## src/common/lsu_consts.svh

```systemverilog
`ifndef LSU_CONSTS_SVH
`define LSU_CONSTS_SVH

// Data and address width
`define LSU_XLEN        64

// Lanes and banks, one bank per lane (power of two)
`define LSU_LANES       2

// Address bits above the doubleword offset that pick the bank
`define LSU_BANK_BITS   1

// Doublewords held by each bank
`define LSU_BANK_WORDS  16

// Width of a lane number, never below one bit
`define LSU_LANE_ID_W   1

`endif

```

## src/common/lsu_pkg.sv

```systemverilog
`default_nettype none

`include "lsu_consts.svh"

package lsu_pkg;

    // Access size as encoded on the request port
    typedef enum logic [1:0] {
        SIZE_BYTE   = 2'd0,
        SIZE_HALF   = 2'd1,
        SIZE_WORD   = 2'd2,
        SIZE_DOUBLE = 2'd3
    } lsu_size_t;

    // One access as handed from the dispatcher to a lane
    typedef struct packed {
        logic [`LSU_XLEN-1:0] addr;     // Byte address
        logic [`LSU_XLEN-1:0] wdata;    // Store data, right aligned
        logic                 store;    // Write when set, else read
        lsu_size_t            size;
        logic                 sext;     // Sign extend load data
    } lsu_cmd_t;

    // Memory word, seen byte-wise by the bank and whole by the lane
    typedef union packed {
        logic [7:0][7:0]      bytes;
        logic [`LSU_XLEN-1:0] dword;
    } lsu_word_t;

endpackage

`default_nettype wire

```

## src/common/lsu_ifs.sv

```systemverilog
`default_nettype none

`include "lsu_consts.svh"

// Simple memory bus between a lane and its bank
interface mem_if;

    logic                 mem_req;  // Access request
    logic                 wen;      // Write enable
    logic [`LSU_XLEN-1:0] addr;     // Doubleword aligned
    lsu_pkg::lsu_word_t   wdata;
    logic [7:0]           strb;     // Byte strobes for writes
    logic                 gnt;      // Same cycle as mem_req
    lsu_pkg::lsu_word_t   rdata;    // Valid the cycle after the grant
    logic                 err;      // Bus error, same timing as rdata

    modport req (
        output mem_req, wen, addr, wdata, strb,
        input  gnt, rdata, err
    );

    modport rsp (
        input  mem_req, wen, addr, wdata, strb,
        output gnt, rdata, err
    );

endinterface

// Command and result path of one lane
interface lane_if;

    logic                 cmd_valid;
    lsu_pkg::lsu_cmd_t    cmd;
    logic                 cmd_busy;     // High from accept until result taken

    logic                 res_valid;
    logic [`LSU_XLEN-1:0] res_rdata;
    logic                 res_trap_addr;
    logic                 res_trap_bus;
    logic                 res_take;

    modport disp (output cmd_valid, cmd, input cmd_busy);

    modport lane (
        input  cmd_valid, cmd, res_take,
        output cmd_busy, res_valid, res_rdata, res_trap_addr, res_trap_bus
    );

    modport coll (
        input  res_valid, res_rdata, res_trap_addr, res_trap_bus,
        output res_take
    );

endinterface

`default_nettype wire

```

## src/rtl/lsu_dispatch.sv

```systemverilog
`default_nettype none

`include "lsu_consts.svh"

module lsu_dispatch (
    input  logic                      g_clk,
    input  logic                      g_resetn,

    input  logic                      req_valid,
    output logic                      req_ready,
    input  logic [`LSU_XLEN-1:0]      req_addr,
    input  logic [`LSU_XLEN-1:0]      req_wdata,
    input  logic                      req_store,
    input  lsu_pkg::lsu_size_t        req_size,
    input  logic                      req_sext,

    lane_if.disp                      lanes [`LSU_LANES],

    output logic                      order_push,
    output logic [`LSU_LANE_ID_W-1:0] order_lane,
    input  logic                      order_full
);

    logic                      run_q;   // Low until the first cycle after reset
    logic [`LSU_LANE_ID_W-1:0] tgt;
    logic [`LSU_LANES-1:0]     busy;
    logic                      fire;
    lsu_pkg::lsu_cmd_t         cmd;

    always_ff @(posedge g_clk) begin
        if (!g_resetn) begin
            run_q <= 1'b0;
        end else begin
            run_q <= 1'b1;
        end
    end

    // Bank interleave on the bits just above the doubleword offset
    assign tgt = req_addr[3 +: `LSU_BANK_BITS];

    assign req_ready  = run_q && !busy[tgt] && !order_full;
    assign fire       = req_valid && req_ready;

    assign order_push = fire;
    assign order_lane = tgt;

    always_comb begin
        cmd.addr  = req_addr;
        cmd.wdata = req_wdata;
        cmd.store = req_store;
        cmd.size  = req_size;
        cmd.sext  = req_sext;
    end

    for (genvar i = 0; i < `LSU_LANES; i++) begin : g_disp
        assign busy[i]           = lanes[i].cmd_busy;
        assign lanes[i].cmd_valid = fire && (tgt == (`LSU_LANE_ID_W)'(i));
        assign lanes[i].cmd      = cmd; // Shared payload, only one lane sees valid

        a_no_cmd_to_busy: assert property (
            @(posedge g_clk) disable iff (!g_resetn)
            lanes[i].cmd_valid |-> !lanes[i].cmd_busy
        );
    end

endmodule

`default_nettype wire

```

## src/rtl/lsu_collect.sv

```systemverilog
`default_nettype none

`include "lsu_consts.svh"

module lsu_collect (
    input  logic                      g_clk,
    input  logic                      g_resetn,

    lane_if.coll                      lanes [`LSU_LANES],

    input  logic                      order_push,
    input  logic [`LSU_LANE_ID_W-1:0] order_lane,
    output logic                      order_full,

    output logic                      resp_valid,
    input  logic                      resp_ready,
    output logic [`LSU_XLEN-1:0]      resp_rdata,
    output logic                      resp_trap_addr,
    output logic                      resp_trap_bus
);

    // Order queue of lane numbers, one slot per lane
    logic [`LSU_LANE_ID_W-1:0] q_lane [`LSU_LANES];
    logic [`LSU_LANE_ID_W-1:0] wr_ptr;
    logic [`LSU_LANE_ID_W-1:0] rd_ptr;
    logic [`LSU_LANE_ID_W:0]   count;
    logic                      empty;
    logic                      pop;
    logic [`LSU_LANE_ID_W-1:0] head;

    logic [`LSU_LANES-1:0]     res_valid_v;
    logic [`LSU_XLEN-1:0]      res_rdata_v [`LSU_LANES];
    logic [`LSU_LANES-1:0]     res_taddr_v;
    logic [`LSU_LANES-1:0]     res_tbus_v;

    assign empty      = (count == '0);
    assign order_full = (count == (`LSU_LANE_ID_W+1)'(`LSU_LANES));
    assign head       = q_lane[rd_ptr];

    // Only the oldest lane may answer
    assign resp_valid     = !empty && res_valid_v[head];
    assign resp_rdata     = res_rdata_v[head];
    assign resp_trap_addr = res_taddr_v[head];
    assign resp_trap_bus  = res_tbus_v[head];
    assign pop            = resp_valid && resp_ready;

    always_ff @(posedge g_clk) begin
        if (!g_resetn) begin
            wr_ptr <= '0;
            rd_ptr <= '0;
            count  <= '0;
        end else begin
            if (order_push) begin
                wr_ptr <= wr_ptr + 1'b1;
            end
            if (pop) begin
                rd_ptr <= rd_ptr + 1'b1;
            end
            if (order_push && !pop) begin
                count <= count + 1'b1;
            end else if (pop && !order_push) begin
                count <= count - 1'b1;
            end
        end
    end

    always_ff @(posedge g_clk) begin
        if (order_push) begin
            q_lane[wr_ptr] <= order_lane;
        end
    end

    for (genvar i = 0; i < `LSU_LANES; i++) begin : g_coll
        assign res_valid_v[i]    = lanes[i].res_valid;
        assign res_rdata_v[i]    = lanes[i].res_rdata;
        assign res_taddr_v[i]    = lanes[i].res_trap_addr;
        assign res_tbus_v[i]     = lanes[i].res_trap_bus;
        assign lanes[i].res_take = pop && (head == (`LSU_LANE_ID_W)'(i));
    end

    a_no_push_full: assert property (
        @(posedge g_clk) disable iff (!g_resetn)
        order_push |-> !order_full
    );

    // A lane result always has its issue entry, so a pop never finds the queue empty
    a_no_pop_empty: assert property (
        @(posedge g_clk) disable iff (!g_resetn)
        (|res_valid_v) |-> !empty
    );

endmodule

`default_nettype wire

```

## src/lsu_lane/lsu_data_bank.sv

```systemverilog
`default_nettype none

`include "lsu_consts.svh"

module lsu_data_bank (
    input  logic g_clk,
    input  logic g_resetn,
    mem_if.rsp   mem
);

    localparam int IDX_W = $clog2(`LSU_BANK_WORDS);

    lsu_pkg::lsu_word_t                        mem_q [`LSU_BANK_WORDS];
    lsu_pkg::lsu_word_t                        rdata_q;
    logic                                      err_q;
    logic [`LSU_XLEN-4-`LSU_BANK_BITS:0]       idx;
    logic                                      in_range;
    logic [IDX_W-1:0]                          widx;

    // Word index sits above the doubleword offset and the bank select
    assign idx      = mem.addr[`LSU_XLEN-1:3+`LSU_BANK_BITS];
    assign in_range = (idx < `LSU_BANK_WORDS);
    assign widx     = idx[IDX_W-1:0];

    assign mem.gnt   = mem.mem_req;    // Always granted at once
    assign mem.rdata = rdata_q;
    assign mem.err   = err_q;

    always_ff @(posedge g_clk) begin
        if (!g_resetn) begin
            for (int w = 0; w < `LSU_BANK_WORDS; w++) begin
                mem_q[w] <= '0;
            end
            err_q <= 1'b0;
        end else if (mem.mem_req) begin
            err_q <= !in_range;
            if (in_range && mem.wen) begin
                for (int b = 0; b < 8; b++) begin
                    if (mem.strb[b]) begin
                        mem_q[widx].bytes[b] <= mem.wdata.bytes[b];
                    end
                end
            end
        end
    end

    // Old word comes back for stores too
    always_ff @(posedge g_clk) begin
        if (mem.mem_req) begin
            rdata_q <= in_range ? mem_q[widx] : '0;
        end
    end

endmodule

`default_nettype wire

```

## src/lsu_lane/lsu_lane.sv

```systemverilog
`default_nettype none

`include "lsu_consts.svh"

module lsu_lane (
    input  logic g_clk,
    input  logic g_resetn,
    lane_if.lane lif,
    mem_if.req   mem
);

    localparam logic [1:0] ST_IDLE = 2'd0;
    localparam logic [1:0] ST_REQ  = 2'd1;
    localparam logic [1:0] ST_WAIT = 2'd2;
    localparam logic [1:0] ST_HOLD = 2'd3;

    logic [1:0]           state;
    lsu_pkg::lsu_cmd_t    cmd_q;
    logic [`LSU_XLEN-1:0] rdata_q;
    logic                 trap_addr_q;
    logic                 trap_bus_q;

    logic                 d_byte;
    logic                 d_half;
    logic                 d_word;
    logic                 d_double;
    logic                 addr_err;
    logic [5:0]           data_shift;
    logic [7:0]           strb_base;
    logic [`LSU_XLEN-1:0] rd_shifted;
    logic [`LSU_XLEN-1:0] rd_shaped;

    // Size decode
    assign d_byte   = (cmd_q.size == lsu_pkg::SIZE_BYTE);
    assign d_half   = (cmd_q.size == lsu_pkg::SIZE_HALF);
    assign d_word   = (cmd_q.size == lsu_pkg::SIZE_WORD);
    assign d_double = (cmd_q.size == lsu_pkg::SIZE_DOUBLE);

    assign addr_err = d_double && |cmd_q.addr[2:0] ||
                      d_word   && |cmd_q.addr[1:0] ||
                      d_half   &&  cmd_q.addr[0];

    assign data_shift = {cmd_q.addr[2:0], 3'b000};  // Byte offset in bits

    // Strobe pattern at offset zero, moved up by the byte offset
    assign strb_base = d_double ? 8'hff :
                       d_word   ? 8'h0f :
                       d_half   ? 8'h03 :
                                  8'h01;

    assign mem.mem_req = (state == ST_REQ) && !addr_err;   // Misaligned never hits the bus
    assign mem.wen     = cmd_q.store;
    assign mem.addr    = {cmd_q.addr[`LSU_XLEN-1:3], 3'b000};
    assign mem.wdata   = lsu_pkg::lsu_word_t'(cmd_q.wdata << data_shift);
    assign mem.strb    = strb_base << cmd_q.addr[2:0];

    assign rd_shifted = mem.rdata.dword >> data_shift;

    // Mask to size, then extend
    always_comb begin
        if (d_byte) begin
            rd_shaped = {{(`LSU_XLEN-8){cmd_q.sext && rd_shifted[7]}}, rd_shifted[7:0]};
        end else if (d_half) begin
            rd_shaped = {{(`LSU_XLEN-16){cmd_q.sext && rd_shifted[15]}}, rd_shifted[15:0]};
        end else if (d_word) begin
            rd_shaped = {{(`LSU_XLEN-32){cmd_q.sext && rd_shifted[31]}}, rd_shifted[31:0]};
        end else begin
            rd_shaped = rd_shifted;
        end
    end

    always_ff @(posedge g_clk) begin
        if (!g_resetn) begin
            state <= ST_IDLE;
        end else begin
            case (state)
                ST_IDLE: begin
                    if (lif.cmd_valid) begin
                        state <= ST_REQ;
                    end
                end
                ST_REQ: begin
                    if (addr_err) begin
                        state <= ST_HOLD;   // Trap result ready one cycle early
                    end else if (mem.gnt) begin
                        state <= ST_WAIT;
                    end
                end
                ST_WAIT: state <= ST_HOLD;
                default: begin
                    if (lif.res_take) begin
                        state <= ST_IDLE;
                    end
                end
            endcase
        end
    end

    always_ff @(posedge g_clk) begin
        if (state == ST_IDLE && lif.cmd_valid) begin
            cmd_q <= lif.cmd;
        end
        if (state == ST_REQ && addr_err) begin
            rdata_q     <= '0;
            trap_addr_q <= 1'b1;
            trap_bus_q  <= 1'b0;
        end
        if (state == ST_WAIT) begin
            rdata_q     <= rd_shaped;
            trap_addr_q <= 1'b0;
            trap_bus_q  <= mem.err;     // Bank range error
        end
    end

    assign lif.cmd_busy      = (state != ST_IDLE);
    assign lif.res_valid     = (state == ST_HOLD);
    assign lif.res_rdata     = rdata_q;
    assign lif.res_trap_addr = trap_addr_q;
    assign lif.res_trap_bus  = trap_bus_q;

    a_no_req_while_held: assert property (
        @(posedge g_clk) disable iff (!g_resetn)
        $rose(mem.mem_req) |-> !lif.res_valid
    );

endmodule

`default_nettype wire

```

## src/rtl/lsu_cluster.sv

```systemverilog
`default_nettype none

`include "lsu_consts.svh"

module lsu_cluster (
    input  logic                      g_clk,
    input  logic                      g_resetn,

    input  logic                      req_valid,
    output logic                      req_ready,
    input  logic [`LSU_XLEN-1:0]      req_addr,
    input  logic [`LSU_XLEN-1:0]      req_wdata,
    input  logic                      req_store,
    input  lsu_pkg::lsu_size_t        req_size,
    input  logic                      req_sext,

    output logic                      resp_valid,
    input  logic                      resp_ready,
    output logic [`LSU_XLEN-1:0]      resp_rdata,
    output logic                      resp_trap_addr,
    output logic                      resp_trap_bus
);

    lane_if lanes [`LSU_LANES] ();
    mem_if  mems  [`LSU_LANES] ();

    // Issue order from dispatcher to collector
    logic                      order_push;
    logic [`LSU_LANE_ID_W-1:0] order_lane;
    logic                      order_full;

    lsu_dispatch dispatch_inst (
        .g_clk      (g_clk),
        .g_resetn   (g_resetn),
        .req_valid  (req_valid),
        .req_ready  (req_ready),
        .req_addr   (req_addr),
        .req_wdata  (req_wdata),
        .req_store  (req_store),
        .req_size   (req_size),
        .req_sext   (req_sext),
        .lanes      (lanes),
        .order_push (order_push),
        .order_lane (order_lane),
        .order_full (order_full)
    );

    for (genvar i = 0; i < `LSU_LANES; i++) begin : g_lane
        lsu_lane lane_inst (
            .g_clk    (g_clk),
            .g_resetn (g_resetn),
            .lif      (lanes[i]),
            .mem      (mems[i])
        );

        // One bank per lane, interleaved on doubleword address
        lsu_data_bank bank_inst (
            .g_clk    (g_clk),
            .g_resetn (g_resetn),
            .mem      (mems[i])
        );
    end

    lsu_collect collect_inst (
        .g_clk          (g_clk),
        .g_resetn       (g_resetn),
        .lanes          (lanes),
        .order_push     (order_push),
        .order_lane     (order_lane),
        .order_full     (order_full),
        .resp_valid     (resp_valid),
        .resp_ready     (resp_ready),
        .resp_rdata     (resp_rdata),
        .resp_trap_addr (resp_trap_addr),
        .resp_trap_bus  (resp_trap_bus)
    );

endmodule

`default_nettype wire

```

## config.mk

```make
export PLATFORM = sky130hd
export DESIGN_NAME = lsu_cluster
export DESIGN_NICKNAME = d
export VERILOG_FILES = /design/src/common/lsu_pkg.sv /design/src/common/lsu_ifs.sv /design/src/rtl/lsu_dispatch.sv /design/src/rtl/lsu_collect.sv /design/src/lsu_lane/lsu_data_bank.sv /design/src/lsu_lane/lsu_lane.sv /design/src/rtl/lsu_cluster.sv
export VERILOG_INCLUDE_DIRS = /design/src /design/src/common
export SDC_FILE = /design/constraint.sdc
export NUM_CORES = 2
export LEC_CHECK = 0
export BUFFER_PORTS_ARGS = -buffer_cell sky130_fd_sc_hd__clkbuf_2
export CAP_MARGIN = 25
export CORE_ASPECT_RATIO = 0.7
export CORE_UTILIZATION = 50
export DETAILED_ROUTE_END_ITERATION = 8
export GPL_TIMING_DRIVEN = 0
export PLACE_DENSITY = 0.65
export RECOVER_POWER = 100
export SLEW_MARGIN = 10
export SYNTH_ARGS = -nofsm -noshare
export SYNTH_HDL_FRONTEND = slang
export SYNTH_SLANG_ARGS = --single-unit
```

## constraint.sdc

```tcl
create_clock -name g_clk -period 8.95 [get_ports g_clk]
set_clock_uncertainty 0.15 [all_clocks]
set_input_delay 0.4475 -clock g_clk [delete_from_list [all_inputs] [get_ports g_clk]]
set_output_delay 0.4475 -clock g_clk [all_outputs]
set_load 0.02 [all_outputs]
```

==> summary by stage <==
Placed design
At the end of routability-driven placement, the weighted congestion stood at 1.04. Input and output buffers added on the ports amount to 203. The wire-length estimate of the detail-placed layout is 345000 µm. The number of placed cells counting well taps is 11600.

Run status
The flow ran to the end, but the final reports show violations. The final reports fail on max-capacitance violations, max-slew violations.

Yosys
Of the total synthesized cell area, the portion taken by full adders, half adders and majority gates is 0.000964. The proportion of synthesized flip-flops having asynchronous set or reset is 0. In this run, synthesis inferred 2570 flip-flops with an integrated enable. After synthesis, the cell types taking the most area are edfxtp_1 (66%), mux4_2 (14%), nor2_1 (6.7%). The main flop type after synthesis is edfxtp_1. The synthesized area divided by synthesized cell count is 14.4 µm². Of the total synthesized cell area, the portion taken by XOR and XNOR cells is 0.000300. The netlist uses 71 different library cells.

Counting flops and latches in the post-synthesis netlist gives 2584. The part of the Yosys area used for sequential elements is 0.663. The largest family of logic cells by synthesized area is multiplexers.

The area fraction in compound gates after synthesis is 0.0341. Counting every net in the synthesized netlist gives 8245. During synthesis, Yosys emitted a total of 0 warnings. Of the total synthesized cell area, the portion taken by AND, OR, NAND and NOR gates is 0.117. The dominant cell type by area after synthesis is edfxtp_1. The mux cell area share after synthesis is 0.163. The summed instance area of the synthesized netlist is 117000 µm².

The area share of the largest cell type after synthesis is 0.661. The gate count of the mapped netlist is 8100.

Critical path
The cell that appears most often on the critical path is clkbuf_1. The critical path's top delay family is buffers and inverters. The number of buffers and inverters on the critical path is 6.

The required time at the endpoint of the critical path is 9550 ps. The largest fanout of any net on the critical path is 10. On the critical path, the stage with the largest delay is an instance of clkbuf_1. At the worst endpoint, the arrival time is 8440 ps. The worst setup path is launched from a flip-flop.

STA classifies the critical path endpoint as a flip-flop. The critical path is of the reg2reg type. The delay of the slowest critical-path stage is 1250 ps. Traced cell by cell, the critical path runs through clkbuf_1, clkbuf_1, clkbuf_1, clkbuf_1, clkbuf_1, a211oi_1, a21oi_1, clkbuf_1, nand3_1, nor2_1.

Global route
The first-pass GRT wire length is 608000 µm. The remaining global-route overflow is 0. The number of antenna violations at the first check in global routing came to 69. The number of global-route vias before repair is 76600. The maximum number of pins on one net before global-route repair is 94.

Across every metal layer, demand over resource in global routing totals 0.381.

Drt
The ratio of routed vias to standard cells is 6.75. The first detailed-routing pass ran for 8 iterations. The detailed router finished its first iteration with 14200 violations. The remaining antenna violation count after routing is 0. The overall routed net length is 452000 µm. In the routed design, unresolved DRC markers number 0. The via total after detailed routing is 83100. Dividing the detail-routed wire length by the instance count gives 36.7 µm.

Die
The core box area is 232000 µm². The initial core utilization is 0.503. The height of the die is 406 µm. The horizontal die dimension is 580 µm.

204 I/O pins were placed. The site row count is 148. The full die area is 235000 µm².

Pwr
Across the VDD grid, the largest voltage drop is 0.173 mV. The power per standard cell area is 199 nW/µm². The cell leakage power is 0.0398 µW.

CTS
The clock transition at the registers of the reported paths is 60 ps. The clock insertion delay at the later pin of the skew report is 950 ps. The root buffer selected by CTS is clkbuf_16. Post-CTS repair changed the size of 0 cells. The sink count of the clock tree is 2584. The TritonCTS clock tree is built. The H-tree level count is 4.

The number of buffers between clock root and the deepest sink is 4. TritonCTS created 248 clock buffers.

STA
In this run the tightest slew margin relative to its limit is -1.85. In the finished design, the share of the clock period the worst path needs comes to 0.876. Timing would allow up to 128 MHz. Setup violations remaining at the end of the flow were counted as 0. The count of pins over their slew limit is 1030. Setup repair after global routing left no endpoint under its margin. The actual slew at the worst max-slew pin is 4280 ps. The final hold violation count came to 0.

The final critical delay including setup and external delays is 7840 ps.

Worst hold path
The worst hold-check path type is in2reg.

Run
The tool flagged a number of max-cap violations equal to 95.

Cells and area
The area growth from synthesis to layout is 13.5%. The number of filler instances in the final layout is 18700. For this run, the number of standard cells in the final layout without fillers is 12300. The share of final-layout standard cells stronger than drive strength 1 is 0.156. The number of nets in the final layout is 9087. The share of the core filled with cells is 0.571.
==> Yosys cell counts, types with 4 or more instances <==
library cell     n
nand3_1        382
mux2_2         173
nor2b_1         50
ha_1             9
nor2_1        2073
mux2i_1        112
a22oi_1         18
edfxtp_1      2570
dfxtp_1         14
o21ai_0        353
nor3_1         144
mux4_2         707
o2111ai_1       11
a32oi_1          5
a2bb2oi_1        6
o31ai_1         26
a21oi_1         63
nor4_1          31
or2_2            7
inv_1           20
and3_1           7
o32a_1           4
a211oi_1        23
clkbuf_1       463
nor4_2           4
buf_2           82
o21a_1          32
nand2b_1        21
o2bb2ai_1       13
o22ai_1         15
a2111o_1         4
nand3_2         13
a221o_1         14
a311o_1          4
nand4_1         26
and2_1         136
or3_1            4
buf_1           77
a21o_1          29
nand2_1        307
==> repair_timing <==
item | CTS | global route
hold buffers | 135 | 0
endpoints found under the hold margin | 274 | 0
setup buffers | 0 | 0
==> where the power goes <==
part / total (µW) / switching [µW] / internal, µW
clock network: 10400 / 4800 / 5600
logic: 1960 / 1300 / 661
registers: 14100 / 203 / 13900
total: 26400 / 6300 / 20100
==> final timing paths <==
path | to | startpoint | slack [ps] | cells past startpoint
max | g_lane[1].bank_inst.mem_q[9][29] | g_lane[1].lane_inst.cmd_q[69] | 1110 | 10
min | g_lane[0].lane_inst.mem.addr[8] | req_addr[8] | 90 | 2
min reg2reg | g_lane[1].lane_inst.lif.res_trap_addr | g_lane[1].lane_inst.lif.res_trap_addr | 320 | 2
max reg2reg | g_lane[1].bank_inst.mem_q[9][29] | g_lane[1].lane_inst.cmd_q[69] | 1110 | 10
==> metrics by stage <==
stage / instance area (µm²) / hold WS (ps) / total power [µW] / worst slack [ps] / setup TNS [ps]
final: 133000 / 88.3 / 26400 / 1110 / 0
after global routing: 132000 / 79.3 / 26900 / 1740 / 0
after global placement: 122000 / 300 / 16100 / -1360 / -501170
after CTS: 133000 / 32.0 / 26300 / 3500 / 0
after floorplan: 117000 / 277 / 15200 / 2030 / 0
after detailed placement: 124000 / 312 / 16200 / 3580 / 0
==> cell families after synthesis <==
family	after synthesis
xor gates and xnor gates	4
AOI/OAI and AO/OA	645
DFF	2584
and+or+nand+nor	3215
buffers and inverters	651
muxes	992
adders and majority gates	9
==> layout make-up <==
type	count	area (µm²)	share of cell area
Tap cell	3075	3850	0.0290
Clock buffer	286	6370	0.0481
Multi-Input combinational cell	4865	36700	0.277
Sequential cell	2584	77500	0.585
Antenna cell	106	265	0.00200
Buffer	628	2450	0.0185
Inverter	23	87.6	0.000661
Clock inverter	155	1300	0.00984
Timing Repair Buffer	592	4040	0.0305
==> cells in the final DEF, fill, tap and decap left out, types with 52 or more instances in the layout <==
| cell | n |
|---|---|
| a21oi_1 | 63 |
| and2_0 | 84 |
| and2_1 | 52 |
| buf_1 | 57 |
| clkbuf_1 | 831 |
| clkbuf_16 | 249 |
| clkbuf_2 | 98 |
| clkinv_1 | 57 |
| diode_2 | 106 |
| dlygate4sd3_1 | 135 |
| edfxtp_1 | 2570 |
| mux2_1 | 64 |
| mux2_2 | 109 |
| mux2i_1 | 112 |
| mux4_2 | 707 |
| nand2_1 | 307 |
| nand3_1 | 395 |
| nor2_1 | 2071 |
| nor3_1 | 141 |
| o21ai_0 | 345 |
==> metal layers <==
layer  part of all wire  track usage
met1               0.39        0.556
met3               0.18        0.191
met2               0.38        0.484
met4              0.041        0.126
met5             0.0030       0.0161
==> state kept, by name (all words and copies together) (netlist names), named ones only <==
name and cells:
g_lane.lane_inst.cmd_q 140, collect_inst.q_lane 2, g_lane.bank_inst.mem.rdata 128, collect_inst.count 2, g_lane.lane_inst.lif.res_trap_bus 2, g_lane.bank_inst.mem_q 2048, g_lane.lane_inst.lif.res_trap_addr 2, g_lane.lane_inst.lif.res_rdata 128
g_lane.lane_inst.mem.addr 120, g_lane.lane_inst.state 4, dispatch_inst.run_q 1, collect_inst.rd_ptr 1, collect_inst.wr_ptr 1, g_lane.lane_inst.mem.wen 2, g_lane.bank_inst.mem.err 2
Power figures use the tool's default switching activity.
